File: src/hw/rv_isa_pkg.sv
package rv_isa_pkg;

   // architectural sizes
   localparam int xlen       = 32;
   localparam int reg_addr_w = 5;
   localparam int mem_words  = 1024;
   localparam int mem_addr_w = 10;

   localparam logic [xlen-1:0] reset_pc = '0;

   // major opcodes of the supported subset
   localparam logic [6:0] op_lui    = 7'b0110111;
   localparam logic [6:0] op_jal    = 7'b1101111;
   localparam logic [6:0] op_branch = 7'b1100011;
   localparam logic [6:0] op_load   = 7'b0000011;
   localparam logic [6:0] op_store  = 7'b0100011;
   localparam logic [6:0] op_imm    = 7'b0010011;
   localparam logic [6:0] op_reg    = 7'b0110011;
   localparam logic [6:0] op_system = 7'b1110011;

   // funct3 values
   localparam logic [2:0] f3_beq     = 3'b000;
   localparam logic [2:0] f3_bne     = 3'b001;
   localparam logic [2:0] f3_lw      = 3'b010;
   localparam logic [2:0] f3_add_sub = 3'b000;
   localparam logic [2:0] f3_slt     = 3'b010;
   localparam logic [2:0] f3_xor     = 3'b100;
   localparam logic [2:0] f3_or      = 3'b110;
   localparam logic [2:0] f3_and     = 3'b111;

   // funct7 values for register-register ops
   localparam logic [6:0] f7_base = 7'b0000000;
   localparam logic [6:0] f7_sub  = 7'b0100000;

   typedef enum logic [2:0] {
      alu_add,
      alu_sub,
      alu_and,
      alu_or,
      alu_xor,
      alu_slt,
      alu_pass_b
   } alu_op_e;

   // addi x0, x0, 0
   localparam logic [xlen-1:0] nop_instr    = 32'h0000_0013;
   localparam logic [xlen-1:0] ebreak_instr = 32'h0010_0073;

endpackage

File: src/hw/rv_pipe_pkg.sv
package rv_pipe_pkg;

   import rv_isa_pkg::*;

   // decoded control word
   typedef struct packed {
      alu_op_e alu_op;
      logic    use_imm;
      logic    reg_write;
      logic    mem_read;
      logic    mem_write;
      logic    branch;
      logic    branch_ne;
      logic    jump;
      logic    is_lui;
      logic    halt;
   } ctrl_t;

   // fetch to decode
   typedef struct packed {
      logic [xlen-1:0] pc;
      logic [xlen-1:0] instr;
   } fd_t;

   // decode to execute
   typedef struct packed {
      logic [xlen-1:0]       pc;
      logic [reg_addr_w-1:0] rs1;
      logic [reg_addr_w-1:0] rs2;
      logic [reg_addr_w-1:0] rd;
      logic [xlen-1:0]       rs1_val;
      logic [xlen-1:0]       rs2_val;
      logic [xlen-1:0]       imm;
      ctrl_t                 ctrl;
   } de_t;

   // execute to memory/writeback
   typedef struct packed {
      logic [xlen-1:0]       pc;
      logic [reg_addr_w-1:0] rd;
      logic [xlen-1:0]       result;
      logic [xlen-1:0]       store_data;
      ctrl_t                 ctrl;
   } em_t;

   // one request on a port of the shared memory
   typedef struct packed {
      logic                  valid;
      logic                  write;
      logic [mem_addr_w-1:0] addr;
      logic [xlen-1:0]       wdata;
   } mem_req_t;

   typedef struct packed {
      logic [xlen-1:0]       pc;
      logic [reg_addr_w-1:0] rd;
      logic [xlen-1:0]       wdata;
      logic                  reg_write;
   } retire_t;

endpackage

File: src/hw/rv_execute.sv
`timescale 1ns/1ns

module rv_execute (
   input  rv_pipe_pkg::de_t            de_i,
   input  logic [rv_isa_pkg::xlen-1:0] op_a_i,
   input  logic [rv_isa_pkg::xlen-1:0] op_b_i,
   output rv_pipe_pkg::em_t            em_o,
   output logic                        redirect_o,
   output logic [rv_isa_pkg::xlen-1:0] target_o
);
   import rv_isa_pkg::*;

   logic [xlen-1:0] alu_b;
   logic [xlen-1:0] alu_res;
   logic [xlen-1:0] link;
   logic            equal;

   // lui passes its upper immediate through the alu
   assign alu_b = (de_i.ctrl.use_imm | de_i.ctrl.is_lui) ? de_i.imm : op_b_i;

   always_comb begin
      case (de_i.ctrl.alu_op)
         alu_add:    alu_res = op_a_i + alu_b;
         alu_sub:    alu_res = op_a_i - alu_b;
         alu_and:    alu_res = op_a_i & alu_b;
         alu_or:     alu_res = op_a_i | alu_b;
         alu_xor:    alu_res = op_a_i ^ alu_b;
         alu_slt:    alu_res = {{(xlen-1){1'b0}}, $signed(op_a_i) < $signed(alu_b)};
         alu_pass_b: alu_res = alu_b;
         default:    alu_res = '0;
      endcase
   end

   // branch resolution, only beq and bne exist
   assign equal      = (op_a_i == op_b_i);
   assign redirect_o = de_i.ctrl.jump | (de_i.ctrl.branch & (equal ^ de_i.ctrl.branch_ne));
   assign target_o   = de_i.pc + de_i.imm;
   assign link       = de_i.pc + xlen'(4);

   assign em_o.pc         = de_i.pc;
   assign em_o.rd         = de_i.rd;
   assign em_o.store_data = op_b_i;
   assign em_o.ctrl       = de_i.ctrl;

   // jal links, everything else comes out of the alu
   assign em_o.result = de_i.ctrl.jump ? link : alu_res;

endmodule

File: config.mk
export PLATFORM = sky130hd
export DESIGN_NAME = rv_execute
export DESIGN_NICKNAME = d
export VERILOG_FILES = /design/src/hw/rv_isa_pkg.sv /design/src/hw/rv_pipe_pkg.sv /design/src/hw/rv_execute.sv
export SDC_FILE = /design/constraint.sdc
export NUM_CORES = 1
export LEC_CHECK = 0
export BUFFER_PORTS_ARGS = -buffer_cell sky130_fd_sc_hd__buf_4
export CORE_UTILIZATION = 35
export DETAILED_ROUTE_END_ITERATION = 8
export PLACE_DENSITY_LB_ADDON = 0.1
export RECOVER_POWER = 100
export SLEW_MARGIN = 20
export SYNTH_ARGS = -nofsm -noshare
export SYNTH_HDL_FRONTEND = slang
export SYNTH_SLANG_ARGS = --single-unit
File: constraint.sdc
create_clock -name vclk -period 4
set_input_delay 0.2 -clock vclk [all_inputs]
set_output_delay 0.2 -clock vclk [all_outputs]
set_load 0.02 [all_outputs]
==> results of run 1 <==
final cells by class:
cell class | count | area share, %
antenna | 2 | 0.0394
inverter | 117 | 3.46
multi-input combinational | 1104 | 65.4
tap | 330 | 3.25
timing repair buffer | 464 | 27.8
cells in the mapped netlist (8+ instances only):
library cell / instances
a211oi_1: 12
o31ai_1: 11
buf_1: 8
xor2_1: 23
ha_1: 145
a21o_1: 25
nor4_1: 17
or3_1: 9
a22oi_1: 14
o21bai_1: 14
nor3_1: 33
buf_4: 81
o211ai_1: 9
nand2_1: 83
o221ai_1: 9
o22ai_1: 33
o21a_1: 9
nor2_1: 116
a21oi_1: 132
nand4_1: 28
a31oi_1: 15
xnor2_1: 79
nor2b_1: 8
inv_1: 113
mux2_2: 9
clkbuf_1: 51
a221o_1: 8
nand2b_1: 14
o21ai_0: 81
nand3_1: 36
mux2i_1: 30
how the worst max path moves through the flow:
stage | cells past startpoint | endpoint | slack [ps] | startpoint
global placement | 20 | em_o[64] | -300 | de_i[1]
detailed placement | 20 | em_o[64] | -390 | de_i[1]
finish | 17 | em_o[67] | 40 | de_i[1]
floorplan | 14 | em_o[44] | 40 | de_i[1]
CTS | 17 | em_o[73] | -20 | de_i[8]
global route | 20 | em_o[66] | -110 | de_i[1]
routing by layer:
metal	track usage [%]	vias up	routed length (um)
li1	-	5507	-
met1	44.0	5430	19400
met2	48.8	558	18900
met3	5.38	80	3860
met4	9.64	0	1550
met5	0	-	0
metrics by stage:
stage | power, mW | cells | TNS [ps] | hold WS, ps | worst slack [ps]
finish | 2.44 | 2017 | 0 | 400 | 41.6
global route | 2.61 | 2015 | -567 | 400 | -107
CTS | 2.33 | 2009 | -18.0 | 400 | -16.9
detailed placement | 2.27 | 2007 | -3070 | 400 | -394
global placement | 2.28 | 2007 | -2370 | 400 | -297
floorplan | 1.32 | 1367 | 0 | 513 | 36.7
power by group:
group / internal [mW] / total (mW) / switching (mW)
clock: 0.0000000579 / 0.0000000579 / 0
sequential: 0 / 0 / 0
combinational: 1.05 / 2.44 / 1.39
what timing repair did:
| item | 4_1_cts | 5_1_grt |
|---|---|---|
| setup buffers | 3 | 7 |
| endpoints found under the setup margin | 18 | 19 |
| gates resized for setup | 37 | 60 |
| gates cloned | 0 | 0 |
| pin swaps | 8 | 15 |
| hold endpoints to repair | 0 | 0 |
cell families (layout without fill, tap and decap cells):
logic type | Yosys count | in the layout | synth area share [%]
AOI/OAI and AO/OA | 444 | 444 | 31.9
xor gates and xnor gates | 102 | 102 | 9.76
adders and majority gates | 148 | 148 | 20.5
buffers and inverters | 263 | 581 | 14.2
muxes | 39 | 39 | 4.39
other | 0 | 2 | 0
and+or+nand+nor | 371 | 371 | 19.3
==> results.sh, run 1 <==
export IMPL_status="finished clean"
export IMPL_fin_util_pct=50.0
export IMPL_whs_endpoint="em_o[0]"
export IMPL_grt_max_degree=35
export IMPL_synth_fp_nets=1734
export IMPL_yosysTopAreaCell="ha_1"
export IMPL_leakage_nw=5.97
export IMPL_final_hold_violation_count=0
export IMPL_synth_seq_area_share_pct=0
export IMPL_io_pins=365
export IMPL_initial_core_util_pct=36.0
export IMPL_drt_total_wl_mm=43.7
export IMPL_crit_path_end_kind="output pin"
export IMPL_whs_path_depth=0
export IMPL_setup_viol=0
export IMPL_worstPathMaxFanout=15
export IMPL_syn_area_sq_mm=0.00916
export IMPL_antenna_found_initial=0
export IMPL_crit_top_cell="buf_4"
export IMPL_crit_type="in2out"
export IMPL_hp_class="in2out"
export IMPL_final_area_sq_mm=0.0127
export IMPL_crit_buf_inv=5
export IMPL_grt_pass1_wl_mm=64.3
export IMPL_placed_area_sq_mm=0.0122
export IMPL_required_ps=3800
export IMPL_syn_instance_count=1367
export IMPL_worst_slew_pin_slew_ps=746
export IMPL_multiInputGateArea_sq_mm=0.00831
export IMPL_vias=11575
export IMPL_synth_top_area_share_pct=19.8
export IMPL_area_growth_pct=38.8
export IMPL_power_density_mw_per_mm2=192
export IMPL_avgSynthCellArea_sq_um=6.70
export IMPL_max_freq_mhz=253
export IMPL_regArea_sq_um=0
export IMPL_firstDrtPassIters=5
export IMPL_synth_yosys_warnings=0
export IMPL_fin_crit_ps=3960
export IMPL_numPortBuffers=273
export IMPL_crit_chain="buf_6, nor2_4, buf_12, buf_4, mux2i_2, ha_1, buf_4, nand3_1, o21ai_1, a21oi_1, o32ai_1, or4_1, nand2_1, o41ai_1, xnor2_1, a221o_1, buf_4"
export IMPL_cp_arrival_ps=3760
export IMPL_gr_total_overflow=0
export IMPL_gpl_final_weighted_congestion=0.969
export IMPL_cp_slowest_stage_delay_ps=420
export IMPL_final_cell_mix="455 x buf_4, 138 x ha_1, 117 x a21oi_1, 115 x nor2_1, 112 x inv_1"
export IMPL_relSlewSlack_pct=50.2
export IMPL_dr_first_iter_drc_count=867
export IMPL_hold_start="de_i[0]"
export IMPL_wl_per_cell_um=21.7
export IMPL_drv_slew=0
export IMPL_synth_cell_types=78
export IMPL_final_nets=2054
export IMPL_nFlopsAndLatches=0
export IMPL_drive_gt1_share_pct=33.4
export IMPL_critical_path_top_delay_family="compound AO/OA/AOI/OAI gates"
export IMPL_ir_drop_mv=0.114
export IMPL_die_area_sq_mm=0.0268
export IMPL_die_w_um=164
export IMPL_core_area_sq_mm=0.0254
export IMPL_mostFrequentLayoutCell="buf_4"
export IMPL_clkbuf_count=0
export IMPL_antenna_left=0
export IMPL_viasPerCell=5.74
export IMPL_grt_pass1_vias=10933
export IMPL_startpoint_type="input port"
export IMPL_cp_slowest_cell="o41ai_1"
export IMPL_die_h_um=164
export IMPL_drc_errors=0
export IMPL_maxCapViolCount=0
export IMPL_fp_row_count=58
export IMPL_cts_hold_fix_buffers=0
export IMPL_grt_use_total_pct=31.5
export IMPL_fillers=2670
export IMPL_post_route_period_util_pct=99.0
export IMPL_synthTopCellsByArea="ha_1 20%, xnor2_1 7.6%, a21oi_1 7.2%"
export IMPL_rsz0062_at_grt="yes"
export IMPL_dp_hpwl_mm=36.1
Power figures use the tool's default switching activity.
==> inputs of run 2 (changes only) <==
Settings changed: CORE_ASPECT_RATIO from default to 1.75.
==> run 2 against run 1 <==
Against the previous run: the run now ends with setup timing left; highest routed layer unchanged; via count rose by 3.5%; final area rose by 3.4%; cell count rose by 0.99%; non-clock buffer count rose by 32; critical path depth rose by 1.
==> results.sh, run 2 (synthesis gave the netlist of run 1 again) <==
export IMPL_status="finished with violations"
export IMPL_failed_checks="setup timing"
export IMPL_wirelength_met1_mm=16.8
export IMPL_fp_row_count=78
export IMPL_fin_tns_setup_ps=-563
export IMPL_diodes=0
export IMPL_numPortBuffers=273
export IMPL_rsz0062_at_grt="yes"
export IMPL_critical_path_top_delay_family="compound AO/OA/AOI/OAI gates"
export IMPL_drv_slew=0
export IMPL_area_growth_pct=43.5
export IMPL_gpl_final_weighted_congestion=1.01
export IMPL_grt_use_total_pct=35.2
export IMPL_pre_cts_slack_ps=-770
export IMPL_post_route_period_util_pct=102
export IMPL_crit_buf_inv=7
export IMPL_mostFrequentLayoutCell="buf_4"
export IMPL_p_total_mw=2.61
export IMPL_regArea_sq_um=0
export IMPL_drt_total_wl_mm=49.6
export IMPL_startpoint_type="input port"
export IMPL_maxCapViolCount=0
export IMPL_drc_errors=0
export IMPL_dp_hpwl_mm=40.5
export IMPL_grt_max_degree=45
export IMPL_routed_top_layer="met4"
export IMPL_cp_slowest_stage_delay_ps=490
export IMPL_drive_gt1_share_pct=35.4
export IMPL_wl_met2_mm=25.1
export IMPL_cp_arrival_ps=3900
export IMPL_firstDrtPassIters=7
export IMPL_final_cell_mix="480 x buf_4, 134 x ha_1, 116 x a21oi_1, 114 x nor2_1, 110 x inv_1"
export IMPL_initial_core_util_pct=35.5
export IMPL_fillers=2721
export IMPL_required_ps=3800
export IMPL_io_pins=365
export IMPL_max_freq_mhz=244
export IMPL_nFlopsAndLatches=0
export IMPL_die_h_um=216
export IMPL_grt_pass1_wl_mm=71.9
export IMPL_worst_slew_pin_slew_ps=722
export IMPL_die_area_sq_mm=0.0268
export IMPL_grt_pass1_vias=11944
export IMPL_crit_type="in2out"
export IMPL_final_nets=2086
export IMPL_vias=11982
export IMPL_hp_class="in2out"
export IMPL_fin_crit_ps=4100
export IMPL_final_area_sq_mm=0.0131
export IMPL_cp_slowest_cell="a2111oi_1"
export IMPL_relSlewSlack_pct=51.8
export IMPL_wl_per_cell_um=24.3
export IMPL_setup_viol=8
export IMPL_core_area_sq_mm=0.0258
export IMPL_wl_met3_mm=2.17
export IMPL_antenna_found_initial=0
export IMPL_clkbuf_count=0
export IMPL_power_density_mw_per_mm2=199
export IMPL_multiInputGateArea_sq_mm=0.00850
export IMPL_final_hold_violation_count=0
export IMPL_antenna_left=0
export IMPL_viasPerCell=5.88
export IMPL_dr_first_iter_drc_count=749
export IMPL_leakage_nw=6.16
export IMPL_cts_hold_fix_buffers=0
export IMPL_setup_ws_ps=-98.6
export IMPL_ir_drop_mv=0.116
export IMPL_crit_path_end_kind="output pin"
export IMPL_fin_util_pct=51.0
export IMPL_worstPathMaxFanout=7
export IMPL_die_w_um=124
export IMPL_crit_top_cell="buf_4"
export IMPL_placed_area_sq_mm=0.0123
export IMPL_gr_total_overflow=0
export IMPL_crit_chain="buf_8, nor2_4, buf_12, buf_4, mux2i_4, buf_4, ha_2, o2111ai_1, a2111oi_1, buf_4, o41ai_4, a21oi_2, o22ai_1, a221o_1, a21oi_1, buf_4, o22ai_1, buf_4"
run 2: cell types whose count changed in the layout (fill, tap and decap cells not counted), sizes merged:
cell	delta
clkbuf	+1
buf	+31
diode	-2
run 2: area by class of cell:
type                            count  share of cell area [%]
Multi-Input combinational cell   1104                    64.7
Inverter                          117                    3.34
Timing Repair Buffer              496                    29.0
Tap cell                          320                    3.05
run 2: what timing repair did:
item | 4_1_cts | 5_1_grt
pin swaps | 27 | 39
resized for setup | 69 | 65
setup buffers | 23 | 8
setup endpoints to repair | 21 | 23
run 2: report_power, final:
group / internal [mW] / switching [mW]
sequential: 0 / 0
combinational: 1.13 / 1.48
clock: 0 / 0
total: 1.13 / 1.48
run 2: per-layer routing:
metal  GRT usage, %  up-vias
met1           35.0     5635
met3           3.10      209
met5              0        -
met4           32.7        0
met2           64.0      558
li1               -     5580
run 2: final timing paths:
path  startpoint        to  slack, ps  depth (start not counted)
max      de_i[1]  em_o[69]       -100                         18
min      de_i[0]   em_o[0]        400                          0
run 2: per-stage QoR:
step	hold WS (ps)	instances
after global routing	400	2037
after detailed placement	400	2009
after CTS	400	2030
after floorplan	513	1367
final	400	2037
after global placement	400	2009
==> inputs of run 3 (changes only) <==
Settings changed: CORE_UTILIZATION 35 to 40.
==> run 3 against run 2 <==
Against the previous run: count of clock-buffer cells in the layout stayed put; the run still ends with setup timing left; via count is 3.0% higher; sequential cell count stayed put; first-iteration DRC count is 21% higher; routed wire length is 2.1% lower; core utilization is 6.8 points higher; largest power group unchanged; non-clock buffer count is 16 lower; highest routed layer unchanged; combinational power is 2% lower; final area is 2.1% lower; critical path type unchanged.
==> results.sh, run 3 (synthesis gave the netlist of run 1 again) <==
export IMPL_initial_core_util_pct=41.1
export IMPL_wl_per_cell_um=24.3
export IMPL_drive_gt1_share_pct=31.0
export IMPL_whs_path_depth=0
export IMPL_dp_cells=1978
export IMPL_rsz0062_at_grt="yes"
export IMPL_required_ps=3800
export IMPL_gpl_final_weighted_congestion=1.02
export IMPL_ir_drop_mv=0.140
export IMPL_final_area_sq_mm=0.0129
export IMPL_placed_area_sq_mm=0.0122
export IMPL_regArea_sq_um=0
export IMPL_grt_use_total_pct=39.8
export IMPL_die_h_um=202
export IMPL_crit_type="in2out"
export IMPL_final_cell_mix="374 x buf_4, 127 x ha_1, 116 x a21oi_1, 115 x nor2_1, 109 x inv_1"
export IMPL_die_area_sq_mm=0.0235
export IMPL_nFlopsAndLatches=0
export IMPL_crit_buf_inv=5
export IMPL_antenna_found_initial=0
export IMPL_drc_errors=0
export IMPL_setup_ws_ps=-91.7
export IMPL_cp_slowest_stage_delay_ps=390
export IMPL_failed_checks="setup timing"
export IMPL_relSlewSlack_pct=8.68
export IMPL_die_w_um=116
export IMPL_vias=12337
export IMPL_fp_row_count=72
export IMPL_worst_slew_pin_slew_ps=1370
export IMPL_antenna_left=0
export IMPL_setup_viol=3
export IMPL_fin_crit_ps=4090
export IMPL_crit_path_end_kind="output pin"
export IMPL_core_area_sq_mm=0.0223
export IMPL_drv_slew=0
export IMPL_grt_max_degree=39
export IMPL_power_density_mw_per_mm2=199
export IMPL_io_pins=365
export IMPL_grt_pass1_vias=11620
export IMPL_maxCapViolCount=0
export IMPL_cp_arrival_ps=3890
export IMPL_cp_slowest_cell="a311o_1"
export IMPL_firstDrtPassIters=5
export IMPL_viasPerCell=6.18
export IMPL_startpoint_type="input port"
export IMPL_cts_hold_fix_buffers=0
export IMPL_clkbuf_count=0
export IMPL_max_freq_mhz=244
export IMPL_final_nets=2070
export IMPL_mostFrequentLayoutCell="buf_4"
export IMPL_post_route_period_util_pct=102
export IMPL_whs_endpoint="em_o[5]"
export IMPL_crit_top_cell="buf_6"
export IMPL_status="finished with violations"
export IMPL_gr_total_overflow=0
export IMPL_final_hold_violation_count=0
export IMPL_hold_start="de_i[5]"
export IMPL_area_growth_pct=40.5
export IMPL_dp_hpwl_mm=37.7
export IMPL_drt_total_wl_mm=48.5
export IMPL_layout_cells_non_filler=1997
export IMPL_grt_pass1_wl_mm=68.9
export IMPL_diodes=0
export IMPL_crit_chain="buf_6, nor2_4, buf_12, buf_6, mux2i_1, buf_4, ha_4, nor2_1, or3_1, a21oi_2, a21oi_4, a221o_1, a311o_1, a21oi_2, o21ai_2, a2111oi_4, o22a_1, buf_6"
export IMPL_leakage_nw=5.81
export IMPL_worstPathMaxFanout=6
export IMPL_hp_class="in2out"
export IMPL_numPortBuffers=273
export IMPL_dr_first_iter_drc_count=904
export IMPL_critical_path_top_delay_family="compound AO/OA/AOI/OAI gates"
## run 3: cell count changes in the layout (fill, tap and decap cells not counted), moves of 3 or more
cell and delta:
buf_4 -106, a31oi_4 -3, ha_1 -7, o22ai_2 +3, ha_4 +8, clkbuf_1 +83
nor4_1 -4, buf_6 +8
## run 3: through the flow
step / hold slack [ps] / TNS [ps] / worst slack, ps / total power [mW] / util, %
final: 400 / -187 / -91.7 / 2.56 / 57.8
after CTS: 400 / -195 / -78.0 / 2.40 / 56.7
after global placement: 400 / -2860 / -277 / 2.29 / 54.8
after global routing: 400 / -757 / -177 / 2.71 / 57.8
after floorplan: 513 / 0 / 36.7 / 1.32 / -
after detailed placement: 400 / -3310 / -360 / 2.30 / 54.8
## run 3: layout make-up
type | count | area, sq um
fillers | 2281 | 9380
repair buffers | 480 | 3400
multi-input cells | 1104 | 8650
well taps | 296 | 370
inverters | 117 | 442
## run 3: worst max path at each step
stage	startpoint	to	slack (ps)	cells past startpoint
final	de_i[1]	em_o[44]	-90	18
after global routing	de_i[1]	em_o[44]	-180	18
after CTS	de_i[8]	em_o[68]	-80	21
after detailed placement	de_i[1]	em_o[68]	-360	22
after global placement	de_i[1]	em_o[69]	-280	18
after floorplan	de_i[1]	em_o[44]	40	14
## run 3: layer usage
metal	GRT usage (%)	wire, um	vias to the layer above
met5	0	0	-
met4	35.3	5460	0
met3	9.54	4260	275
met2	67.4	23100	747
met1	39.6	15700	5745
li1	-	-	5570
## run 3: repair_timing
action	CTS	global route
pin swaps	27	42
endpoints found under the hold margin	0	0
setup endpoints to repair	18	22
buffers inserted	8	14
resized for setup	78	91
## run 3: power by group
| group | internal (mW) | switching, mW |
|---|---|---|
| Combinational | 1.06 | 1.49 |
| Clock | 0 | 0 |
| Sequential | 0 | 0 |
| Total | 1.06 | 1.49 |
