==> config.mk <==
export PLATFORM = sky130hd
export DESIGN_NAME = rv_decode
export DESIGN_NICKNAME = d
export VERILOG_FILES = /design/src/hw/rv_isa_pkg.sv /design/src/hw/rv_pipe_pkg.sv /design/src/hw/rv_decode.sv
export SDC_FILE = /design/constraint.sdc
export NUM_CORES = 1
export LEC_CHECK = 0
export ABC_AREA = 1
export BUFFER_PORTS_ARGS = -buffer_cell sky130_fd_sc_hd__buf_2
export CAP_MARGIN = 10
export CORE_AREA = 2 2 134 136
export DETAILED_ROUTE_END_ITERATION = 7
export DIE_AREA = 0 0 136 138
export GPL_ROUTABILITY_DRIVEN = 0
export PLACE_DENSITY = 0.43
export SLEW_MARGIN = 15
export SYNTH_ARGS = -nofsm -noshare
export SYNTH_HDL_FRONTEND = slang
export SYNTH_SLANG_ARGS = --single-unit
export TNS_END_PERCENT = 50
==> constraint.sdc <==
create_clock -name vclk -period 1.3
set_input_delay 0.13 -clock vclk [all_inputs]
set_output_delay 0.13 -clock vclk [all_outputs]
set_load 0.05 [all_outputs]
==> src/hw/rv_isa_pkg.sv <==
package rv_isa_pkg;

   // architectural sizes
   localparam int xlen       = 32;
   localparam int reg_addr_w = 5;
   localparam int mem_words  = 1024;
   localparam int mem_addr_w = 10;

   localparam logic [xlen-1:0] reset_pc = '0;

   // major opcodes of the supported subset
   localparam logic [6:0] op_lui    = 7'b0110111;
   localparam logic [6:0] op_jal    = 7'b1101111;
   localparam logic [6:0] op_branch = 7'b1100011;
   localparam logic [6:0] op_load   = 7'b0000011;
   localparam logic [6:0] op_store  = 7'b0100011;
   localparam logic [6:0] op_imm    = 7'b0010011;
   localparam logic [6:0] op_reg    = 7'b0110011;
   localparam logic [6:0] op_system = 7'b1110011;

   // funct3 values
   localparam logic [2:0] f3_beq     = 3'b000;
   localparam logic [2:0] f3_bne     = 3'b001;
   localparam logic [2:0] f3_lw      = 3'b010;
   localparam logic [2:0] f3_add_sub = 3'b000;
   localparam logic [2:0] f3_slt     = 3'b010;
   localparam logic [2:0] f3_xor     = 3'b100;
   localparam logic [2:0] f3_or      = 3'b110;
   localparam logic [2:0] f3_and     = 3'b111;

   // funct7 values for register-register ops
   localparam logic [6:0] f7_base = 7'b0000000;
   localparam logic [6:0] f7_sub  = 7'b0100000;

   typedef enum logic [2:0] {
      alu_add,
      alu_sub,
      alu_and,
      alu_or,
      alu_xor,
      alu_slt,
      alu_pass_b
   } alu_op_e;

   // addi x0, x0, 0
   localparam logic [xlen-1:0] nop_instr    = 32'h0000_0013;
   localparam logic [xlen-1:0] ebreak_instr = 32'h0010_0073;

endpackage

==> src/hw/rv_pipe_pkg.sv <==
package rv_pipe_pkg;

   import rv_isa_pkg::*;

   // decoded control word
   typedef struct packed {
      alu_op_e alu_op;
      logic    use_imm;
      logic    reg_write;
      logic    mem_read;
      logic    mem_write;
      logic    branch;
      logic    branch_ne;
      logic    jump;
      logic    is_lui;
      logic    halt;
   } ctrl_t;

   // fetch to decode
   typedef struct packed {
      logic [xlen-1:0] pc;
      logic [xlen-1:0] instr;
   } fd_t;

   // decode to execute
   typedef struct packed {
      logic [xlen-1:0]       pc;
      logic [reg_addr_w-1:0] rs1;
      logic [reg_addr_w-1:0] rs2;
      logic [reg_addr_w-1:0] rd;
      logic [xlen-1:0]       rs1_val;
      logic [xlen-1:0]       rs2_val;
      logic [xlen-1:0]       imm;
      ctrl_t                 ctrl;
   } de_t;

   // execute to memory/writeback
   typedef struct packed {
      logic [xlen-1:0]       pc;
      logic [reg_addr_w-1:0] rd;
      logic [xlen-1:0]       result;
      logic [xlen-1:0]       store_data;
      ctrl_t                 ctrl;
   } em_t;

   // one request on a port of the shared memory
   typedef struct packed {
      logic                  valid;
      logic                  write;
      logic [mem_addr_w-1:0] addr;
      logic [xlen-1:0]       wdata;
   } mem_req_t;

   typedef struct packed {
      logic [xlen-1:0]       pc;
      logic [reg_addr_w-1:0] rd;
      logic [xlen-1:0]       wdata;
      logic                  reg_write;
   } retire_t;

endpackage

==> src/hw/rv_decode.sv <==
`timescale 1ns/1ns

module rv_decode (
   input  rv_pipe_pkg::fd_t                  fd_i,
   input  logic [rv_isa_pkg::xlen-1:0]       rs1_val_i,
   input  logic [rv_isa_pkg::xlen-1:0]       rs2_val_i,
   output logic [rv_isa_pkg::reg_addr_w-1:0] rs1_o,
   output logic [rv_isa_pkg::reg_addr_w-1:0] rs2_o,
   output logic [rv_isa_pkg::reg_addr_w-1:0] rd_o,
   output logic [rv_isa_pkg::xlen-1:0]       imm_o,
   output rv_pipe_pkg::ctrl_t                ctrl_o,
   output rv_pipe_pkg::de_t                  de_o
);
   import rv_isa_pkg::*;

   logic [xlen-1:0] instr;
   logic [6:0]      opcode;
   logic [2:0]      funct3;
   logic [6:0]      funct7;
   logic [xlen-1:0] imm_i, imm_s, imm_b, imm_u, imm_j;
   logic            f3_ok;
   alu_op_e         f3_op;

   assign instr  = fd_i.instr;
   assign opcode = instr[6:0];
   assign funct3 = instr[14:12];
   assign funct7 = instr[31:25];
   assign rs1_o  = instr[19:15];
   assign rs2_o  = instr[24:20];
   assign rd_o   = instr[11:7];

   // immediates, all sign extended from bit 31
   assign imm_i = {{20{instr[31]}}, instr[31:20]};
   assign imm_s = {{20{instr[31]}}, instr[31:25], instr[11:7]};
   assign imm_b = {{19{instr[31]}}, instr[31], instr[7], instr[30:25], instr[11:8], 1'b0};
   assign imm_u = {instr[31:12], 12'b0};
   assign imm_j = {{11{instr[31]}}, instr[31], instr[19:12], instr[20], instr[30:21], 1'b0};

   // alu op shared by the immediate and register forms
   always_comb begin
      f3_ok = 1'b1;
      f3_op = alu_add;
      case (funct3)
         f3_add_sub: f3_op = alu_add;
         f3_slt:     f3_op = alu_slt;
         f3_xor:     f3_op = alu_xor;
         f3_or:      f3_op = alu_or;
         f3_and:     f3_op = alu_and;
         default:    f3_ok = 1'b0;
      endcase
   end

   // anything not recognized stays a no-op
   always_comb begin
      ctrl_o        = '0;
      ctrl_o.alu_op = alu_add;
      imm_o         = imm_i;
      case (opcode)
         op_lui: begin
            ctrl_o.alu_op    = alu_pass_b;
            ctrl_o.is_lui    = 1'b1;
            ctrl_o.reg_write = 1'b1;
            imm_o            = imm_u;
         end
         op_jal: begin
            ctrl_o.jump      = 1'b1;
            ctrl_o.reg_write = 1'b1;
            imm_o            = imm_j;
         end
         op_branch: begin
            ctrl_o.branch    = (funct3 == f3_beq) || (funct3 == f3_bne);
            ctrl_o.branch_ne = (funct3 == f3_bne);
            imm_o            = imm_b;
         end
         op_load: begin
            ctrl_o.use_imm   = 1'b1;
            ctrl_o.mem_read  = (funct3 == f3_lw);
            ctrl_o.reg_write = (funct3 == f3_lw);
         end
         op_store: begin
            ctrl_o.use_imm   = 1'b1;
            ctrl_o.mem_write = (funct3 == f3_lw);
            imm_o            = imm_s;
         end
         op_imm: begin
            ctrl_o.alu_op    = f3_op;
            ctrl_o.use_imm   = 1'b1;
            ctrl_o.reg_write = f3_ok;
         end
         op_reg: begin
            if (funct7 == f7_sub && funct3 == f3_add_sub) begin
               ctrl_o.alu_op    = alu_sub;
               ctrl_o.reg_write = 1'b1;
            end else if (funct7 == f7_base) begin
               ctrl_o.alu_op    = f3_op;
               ctrl_o.reg_write = f3_ok;
            end
         end
         op_system: begin
            ctrl_o.halt = (instr == ebreak_instr);
         end
         default: ;
      endcase
   end

   // payload for the decode/execute register
   assign de_o = '{pc: fd_i.pc, rs1: rs1_o, rs2: rs2_o, rd: rd_o,
                   rs1_val: rs1_val_i, rs2_val: rs2_val_i, imm: imm_o, ctrl: ctrl_o};

endmodule

==> results of run 1 <==
[area by class of cell]
cell class,count,area (um2)
fill,1917,13900
tap,229,287
antenna,1,2.50
inverter,24,143
timing repair buffer,215,2000
multi-input combinational,143,1230
[Yosys cell counts (3+ instances only)]
cell	count
nor3_1	3
nand4_1	7
nor2_1	35
nand3_1	18
o21ai_0	9
inv_1	21
buf_4	171
nand2_1	58
[per-stage QoR]
| stage | hold slack [ns] | setup slack, ns | instance area (um2) | setup TNS (ns) | util, % |
|---|---|---|---|---|---|
| final | 0.260 | -0.128 | 3660 | -3.85 | 20.9 |
| after global routing | 0.260 | -0.203 | 3660 | -8.38 | 20.9 |
| after CTS | 0.260 | -0.173 | 3350 | -5.04 | 19.1 |
| after detailed placement | 0.260 | -0.288 | 2630 | -19.37 | 15.0 |
| after global placement | 0.260 | -0.312 | 2630 | -19.68 | 15.0 |
| after floorplan | 0.326 | -0.157 | 2500 | -1.58 | - |
[layer usage]
layer / global-route usage (%) / vias up / share of wire, %
li1: - / 965 / -
met1: 8.24 / 946 / 35
met2: 15.5 / 130 / 54
met3: 1.21 / 38 / 7.7
met4: 2.58 / 0 / 3.2
met5: 0 / - / 0
[worst max-delay path, stage by stage]
cell	delay, ns
buf_8	0.10
buf_6	0.11
inv_4	0.05
nand2_4	0.05
nor2_4	0.23
buf_4	0.17
nand2_4	0.06
nor3_4	0.21
buf_6	0.19
[power by group through the flow]
stage                clock (mW)  sequential, mW  combinational [mW]
floorplan                     0               0                1.79
global placement              0               0                1.24
detailed placement            0               0                1.24
CTS                           0               0                1.44
global route                  0               0                1.58
finish              0.000000103               0                1.51
[path summary, 6_finish.rpt]
| kind | from | end | slack (ns) | depth (start not counted) |
|---|---|---|---|---|
| max | fd_i[4] | de_o[3] | -0.13 | 9 |
| min | fd_i[44] | de_o[135] | 0.26 | 0 |
[cells by family after synthesis]
| family | share of synthesized area [%] |
|---|---|
| AOI/OAI and AO/OA | 2.70 |
| buffers and inverters | 69.0 |
| and+or+nand+nor | 28.3 |
[what timing repair did]
| action | in CTS | in global routing |
|---|---|---|
| gates cloned | 2 | 0 |
| setup endpoints to repair | 86 | 86 |
| hold buffers | 0 | 0 |
| buffers inserted | 8 | 3 |
| pin swaps | 17 | 26 |
| resized for setup | 185 | 83 |
==> out/qor.txt, run 1 <==
Sw frac: 65.2%
Slew HR: 83.8%
Most frequent cells in the layout: buf_6 (72), buf_2 (57), buf_4 (55)
Syn Std Cell Area: 2040 um2
# setup viols final: 55
Critical path class: in -> out
VDD IR max: 0.000199 V
Fmax: 700 MHz
Worst Hold Class: in -> out
Area Growth Syn to Fin: 79.6%
RSZ-0062 raised after global routing: true
Layout cells sized above 1: 83.0%
Syn Inst Count: 340
Die W: 136 um
Max-slew violation count: 0
Crit end category: output port
WP data arrival: 1.30 ns
WL/cell: 13.3 um
Net Switching: 0.982 mW
Final period util: 110%
DRC violations left: 0
Total track usage: 7.84%
Leak Pwr: 1.74 nW
Power Density: 411 nW/um2
Io pins: 342
Share of power burned in registers: 0%
Worst setup SP type: input pin
First-pass GRT wire length: 11500 um
Iteration-0 DRC Markers: 28
Int Pwr: 0.524 mW
Clkbuf count: 0
Combinational Power Share: 100.0%
Final std cells w/o fill: 612
Yosys top cell area share: 62.9%
Clock network power share: 0%
Most common cell after layout, fill and taps aside: buf_6
Syn_nets: 468
Max FO, Critical Path: 4
Register area share after synthesis: 0%
Final Hold Fails: 0
Unique masters post-synth: 20
Gr ovfl total: 0
Worst setup margin: -0.128 ns
Vias in the first global route: 2069
Via count: 2079
Largest net degree at the start of global routing: 9
Die Footprint: 18800 um2
Total wire length: 8140 um
Worst slew pin tran: 0.242 ns
Number of port buffers: 150
Max Cap Violations: 0
Post-synth top area cell: buf_4
Num rows: 49
Register area: 0 um2
Starting Density: 11.6%
Worst EP required: 1.17 ns
Violated checks: setup timing
FF+latch count: 0
Placed cells: 598
Synth top area cells: buf_4 (63%), nand2_1 (11%), nor2_1 (6.4%)
TritonRoute pass-1 iters: 4
Antenna Nets Post-Route: 0
DP HPWL: 6650 um
Layout Nets: 512
Design Power: 1.51 mW
Status: finished, violations left
Initial antenna violation count: 1
Core ar.: 17500 um2
Die Y: 138 um
Post-Syn Area per Cell: 6.00 um2
Ys Warns: 0
DR vias/cell: 3.40
Crit path time final: 1.43 ns
No activity file was read; power rests on OpenSTA's default activity.
==> inputs of run 2 (changes only) <==
--- a/config.mk
+++ b/config.mk
@@ -5,12 +5,11 @@
 export SDC_FILE = /design/constraint.sdc
 export NUM_CORES = 1
 export LEC_CHECK = 0
-export ABC_AREA = 1
 export BUFFER_PORTS_ARGS = -buffer_cell sky130_fd_sc_hd__buf_2
-export CAP_MARGIN = 10
-export CORE_AREA = 2 2 134 136
+export CAP_MARGIN = 20
+export CORE_AREA = 2 2 132 134
 export DETAILED_ROUTE_END_ITERATION = 7
-export DIE_AREA = 0 0 136 138
+export DIE_AREA = 0 0 134 136
 export GPL_ROUTABILITY_DRIVEN = 0
 export PLACE_DENSITY = 0.43
 export SLEW_MARGIN = 15
==> run 2 against run 1 <==
  * The flow still finishes with violations (setup timing)
  * Maximum frequency decreased by 26%
  * Worst hold slack unchanged
  * Final area decreased by 14%
  * Die area decreased by 2.9%
  * Flip-flop and latch count unchanged
  * Via count decreased by 14%
  * Critical path depth decreased by 3
  * Wire length decreased by 0.70%
  * Sequential share of layout area unchanged
  * Setup slack got worse by 0.49 ns
  * Final cell count decreased by 13%
  * Non-clock buffer count increased by 1
  * Critical endpoint is now ctrl_o[11]
  * Largest cell class unchanged
==> out/qor.txt, run 2 <==
Post-synth top area cell: buf_4
Final std cells w/o fill: 530
Die Y: 136 um
Count leader, synth: buf_4
Critical path class: in -> out
DP HPWL: 7030 um
Iteration-0 DRC Markers: 56
Most frequent cells in the layout: buf_6 (82), buf_4 (64), buf_2 (58)
Hold path start: rs1_val_i[31]
Register area: 0 um2
Syn Inst Count: 269
Hold buffers post-CTS: 0
Final Hold Fails: 0
Worst setup SP type: input pin
Most common cell after layout, fill and taps aside: buf_6
Hold worst-path end: de_o[107]
Dpl ws: -0.811 ns
Largest net degree at the start of global routing: 13
Final period util: 148%
Gr ovfl total: 0
Diode count: 0
Max FO, Critical Path: 3
Syn Std Cell Area: 1920 um2
Max-slew violation count: 0
Layout cells sized above 1: 86.6%
Die W: 134 um
Slowest-stage cell, CP: or4_4
CP max stage delay: 0.58 ns
Placed cells: 523
Design Power: 1.41 mW
Layout Nets: 435
Max Cap Violations: 0
RSZ-0062 raised after global routing: true
Hold path depth: 0
# setup viols final: 83
Number of port buffers: 150
Fill cells: 1865
DRC violations left: 0
Starting Density: 11.4%
WP data arrival: 1.79 ns
Final core utilization: 18.7%
Fmax: 521 MHz
Worst Hold Class: in -> out
Total track usage: 7.94%
Crit path time final: 1.92 ns
Violated checks: setup timing
VDD IR max: 0.000164 V
Yosys top cell area share: 66.9%
Ys Warns: 0
Post-Syn Area per Cell: 7.13 um2
Worst path most repeated cell: buf_6
DR vias/cell: 3.36
Total wire length: 8090 um
Clkbuf count: 0
Slew HR: 80.0%
Final Cell Area: 3160 um2
Die Footprint: 18200 um2
Power Density: 445 nW/um2
Leak Pwr: 1.47 nW
TritonRoute pass-1 iters: 4
Core ar.: 16900 um2
Top delay family on crit path: simple AND/OR/NAND/NOR gates
DP Area: 2400 um2
Register area share after synthesis: 0%
Worst setup margin: -0.618 ns
Antenna Nets Post-Route: 0
Commonest cells in the synthesized netlist: buf_4 (171), a21o_1 (19), nor2b_1 (8)
Area Growth Syn to Fin: 64.6%
Worst slew pin tran: 0.298 ns
CP Buf/Inv Count: 2
Num rows: 48
TNS Setup: -19.71 ns
Footprint of the multi-input gates: 983 um2
Unique masters post-synth: 35
WL/cell: 15.3 um
Crit end category: output port
Syn_nets: 397
Io pins: 342
Vias in the first global route: 1750
First-pass GRT wire length: 11100 um
Via count: 1780
Worst path cell trace: buf_6 > or4_4 > o41ai_4 > nand3_2 > o31ai_4 > buf_6
FF+latch count: 0
Status: finished, violations left
Worst EP required: 1.17 ns
Worst hold margin: 0.260 ns
Synth top area cells: buf_4 (67%), a21o_1 (7.4%), nor2b_1 (2.6%)
Initial antenna violation count: 0
==> run 2: cell count changes in the layout (fill, tap and decap cells not counted), sizes merged, moves of 4 or more <==
cell,delta
o21ai,-8
clkinvlp,-4
nor2b,+8
a22o,+4
nor4,+5
nand2,-59
nand3,-17
nor2,-31
nand4,-4
inv,-18
a21o,+19
==> run 2: final cells by class <==
class,count,area share (%)
repair buffers,216,59.7
well taps,225,8.92
inverters,2,0.238
multi-input cells,87,31.2
==> run 2: cells by family after synthesis <==
logic type	count (synthesis)	synth area share, %
AOI/OAI and AO/OA	35	13.4
xor gates and xnor gates	1	0.457
buffers and inverters	182	69.3
and+or+nand+nor	51	16.8
==> run 2: how the worst max path moves through the flow <==
stage                     startpoint    endpoint  slack [ns]  cells after the start
after detailed placement    fd_i[31]  ctrl_o[11]       -0.81                      6
final                       fd_i[31]  ctrl_o[11]       -0.62                      6
after global routing        fd_i[31]  ctrl_o[11]       -0.69                      6
after global placement      fd_i[31]  ctrl_o[11]       -0.75                      6
after CTS                   fd_i[31]  ctrl_o[11]       -0.64                      6
after floorplan             fd_i[31]     de_o[0]       -0.83                      4
==> run 2: what timing repair did <==
action | 4_1_cts | 5_1_grt
resized for setup | 189 | 22
setup buffers | 5 | 3
setup endpoints to repair | 86 | 84
pin swaps | 13 | 6
gates cloned | 0 | 0
==> run 2: layer usage <==
layer / vias to the layer above / wire length, um / GRT usage, %
met4: 0 / 180 / 1.60
met5: - / 0 / 0
met1: 824 / 3140 / 9.84
li1: 798 / - / -
met3: 24 / 697 / 1.72
met2: 134 / 4070 / 14.1
==> run 2: power breakdown <==
| group | switching, mW | internal (mW) | total, mW | leakage (nW) |
|---|---|---|---|---|
| registers | 0 | 0 | 0 | 0 |
| clock network | 0 | 0 | 0 | 0 |
| logic | 0.906 | 0.500 | 1.41 | 1.47 |
| total | 0.906 | 0.500 | 1.41 | 1.47 |
==> inputs of run 3 (changes only) <==
--- a/config.mk
+++ b/config.mk
@@ -12,6 +12,8 @@
 export DIE_AREA = 0 0 134 136
 export GPL_ROUTABILITY_DRIVEN = 0
 export PLACE_DENSITY = 0.43
+export RECOVER_POWER = 50
+export SKIP_LAST_GASP = 1
 export SLEW_MARGIN = 15
 export SYNTH_ARGS = -nofsm -noshare
 export SYNTH_HDL_FRONTEND = slang
==> run 3 against run 2 <==
  * The flow still finishes with violations (setup timing)
  * Final cell count up 0.57%
  * Critical path type unchanged
  * Wire length fell by 0.27%
  * Combinational power about the same
  * Final area down 2.5%
  * Flip-flop and latch count stayed put
  * Largest cell class unchanged
  * Global-route usage decreased by 0.18 points
  * Total power shrank 1.2%
  * Via count unchanged
  * Setup slack lost 0.00078 ns
  * Non-clock buffer count increased by 3
==> out/qor.txt, run 3 (same netlist as run 2, synthesis figures left out) <==
Starting Density: 11.4%
Iteration-0 DRC Markers: 43
VDD IR max: 0.000164 V
Slew HR: 80.0%
Number of port buffers: 150
Combinational Power Share: 100.0%
Die Y: 136 um
Largest net degree at the start of global routing: 13
Final period util: 148%
Gr ovfl total: 0
Power Density: 451 nW/um2
Total track usage: 7.76%
Leak Pwr: 1.48 nW
Max Cap Violations: 0
Most frequent cells in the layout: buf_2 (76), buf_6 (74), buf_4 (57)
DR vias/cell: 3.34
RSZ-0062 raised after global routing: true
WP data arrival: 1.79 ns
DP HPWL: 7030 um
Worst setup margin: -0.619 ns
Worst EP required: 1.17 ns
Clkbuf count: 0
Final Hold Fails: 0
Max-slew violation count: 0
Via count: 1780
Hold buffers post-CTS: 0
Core ar.: 16900 um2
Dpl ws: -0.811 ns
Worst setup SP type: input pin
Worst slew pin tran: 0.298 ns
Most common cell after layout, fill and taps aside: buf_2
# setup viols final: 86
First-pass GRT wire length: 10700 um
Net Switching: 0.900 mW
Die Footprint: 18200 um2
Die W: 134 um
Num rows: 48
Area Growth Syn to Fin: 60.4%
Crit end category: output port
Int Pwr: 0.489 mW
Max FO, Critical Path: 3
Initial antenna violation count: 0
Total wire length: 8060 um
DRC violations left: 0
Diode count: 0
Sw frac: 64.8%
Worst Hold Class: in -> out
Clock network power share: 0%
Crit path time final: 1.92 ns
Register area: 0 um2
Io pins: 342
Layout cells sized above 1: 85.4%
Worst hold margin: 0.260 ns
Antenna Nets Post-Route: 0
Violated checks: setup timing
WL/cell: 15.1 um
Share of power burned in registers: 0%
Fill cells: 1867
Fmax: 521 MHz
Vias in the first global route: 1697
Layout Nets: 438
FF+latch count: 0
Status: finished, violations left
Critical path class: in -> out
TritonRoute pass-1 iters: 4
## run 3: final cells by class
type / instances / area (um2) / share of cell area, %
Inverter: 2 / 7.51 / 0.244
Tap cell: 225 / 282 / 9.15
Multi-Input combinational cell: 87 / 951 / 30.9
Timing Repair Buffer: 219 / 1840 / 59.7
## run 3: what timing repair did
item	CTS	global route
gates cloned	0	1
gates resized for setup	115	86
setup endpoints to repair	86	86
setup buffers	5	4
pin swaps	13	1
## run 3: path summary, 6_finish.rpt
| path | start | end | slack (ns) | depth (start not counted) |
|---|---|---|---|---|
| worst max-delay path | fd_i[31] | ctrl_o[11] | -0.62 | 6 |
| worst min-delay path | rs1_val_i[31] | de_o[107] | 0.26 | 0 |
## run 3: power groups by stage
stage                     combinational [mW]  clock (mW)  sequential, mW
after CTS                               1.32           0               0
after floorplan                         1.81           0               0
final                                   1.39           0               0
after detailed placement                1.20           0               0
after global placement                  1.20           0               0
after global routing                    1.45           0               0
## run 3: routing by layer
metal / GRT usage, % / routed length, um / vias up
met4: 1.60 / 180 / 0
met3: 1.72 / 688 / 24
met5: 0 / 0 / -
met2: 13.6 / 4060 / 132
met1: 9.73 / 3140 / 818
li1: - / - / 806
## run 3: critical path, stage by stage
cell	delay, ns
buf_6	0.09
or4_4	0.58
o41ai_4	0.26
nand3_2	0.22
o31ai_4	0.30
buf_6	0.20
## run 3: metrics by stage
stage          cell area [um2]  utilization (%)  cells  total power [mW]  TNS [ns]
4_1_cts                   2820             16.7    528              1.32    -22.59
5_1_grt                   3080             18.2    533              1.45    -24.98
3_5_place_dp              2400             14.2    523              1.20    -28.74
3_3_place_gp              2400             14.2    523              1.20    -27.91
6_report                  3080             18.2    533              1.39    -20.29
2_1_floorplan             2460                -    269              1.81    -18.36
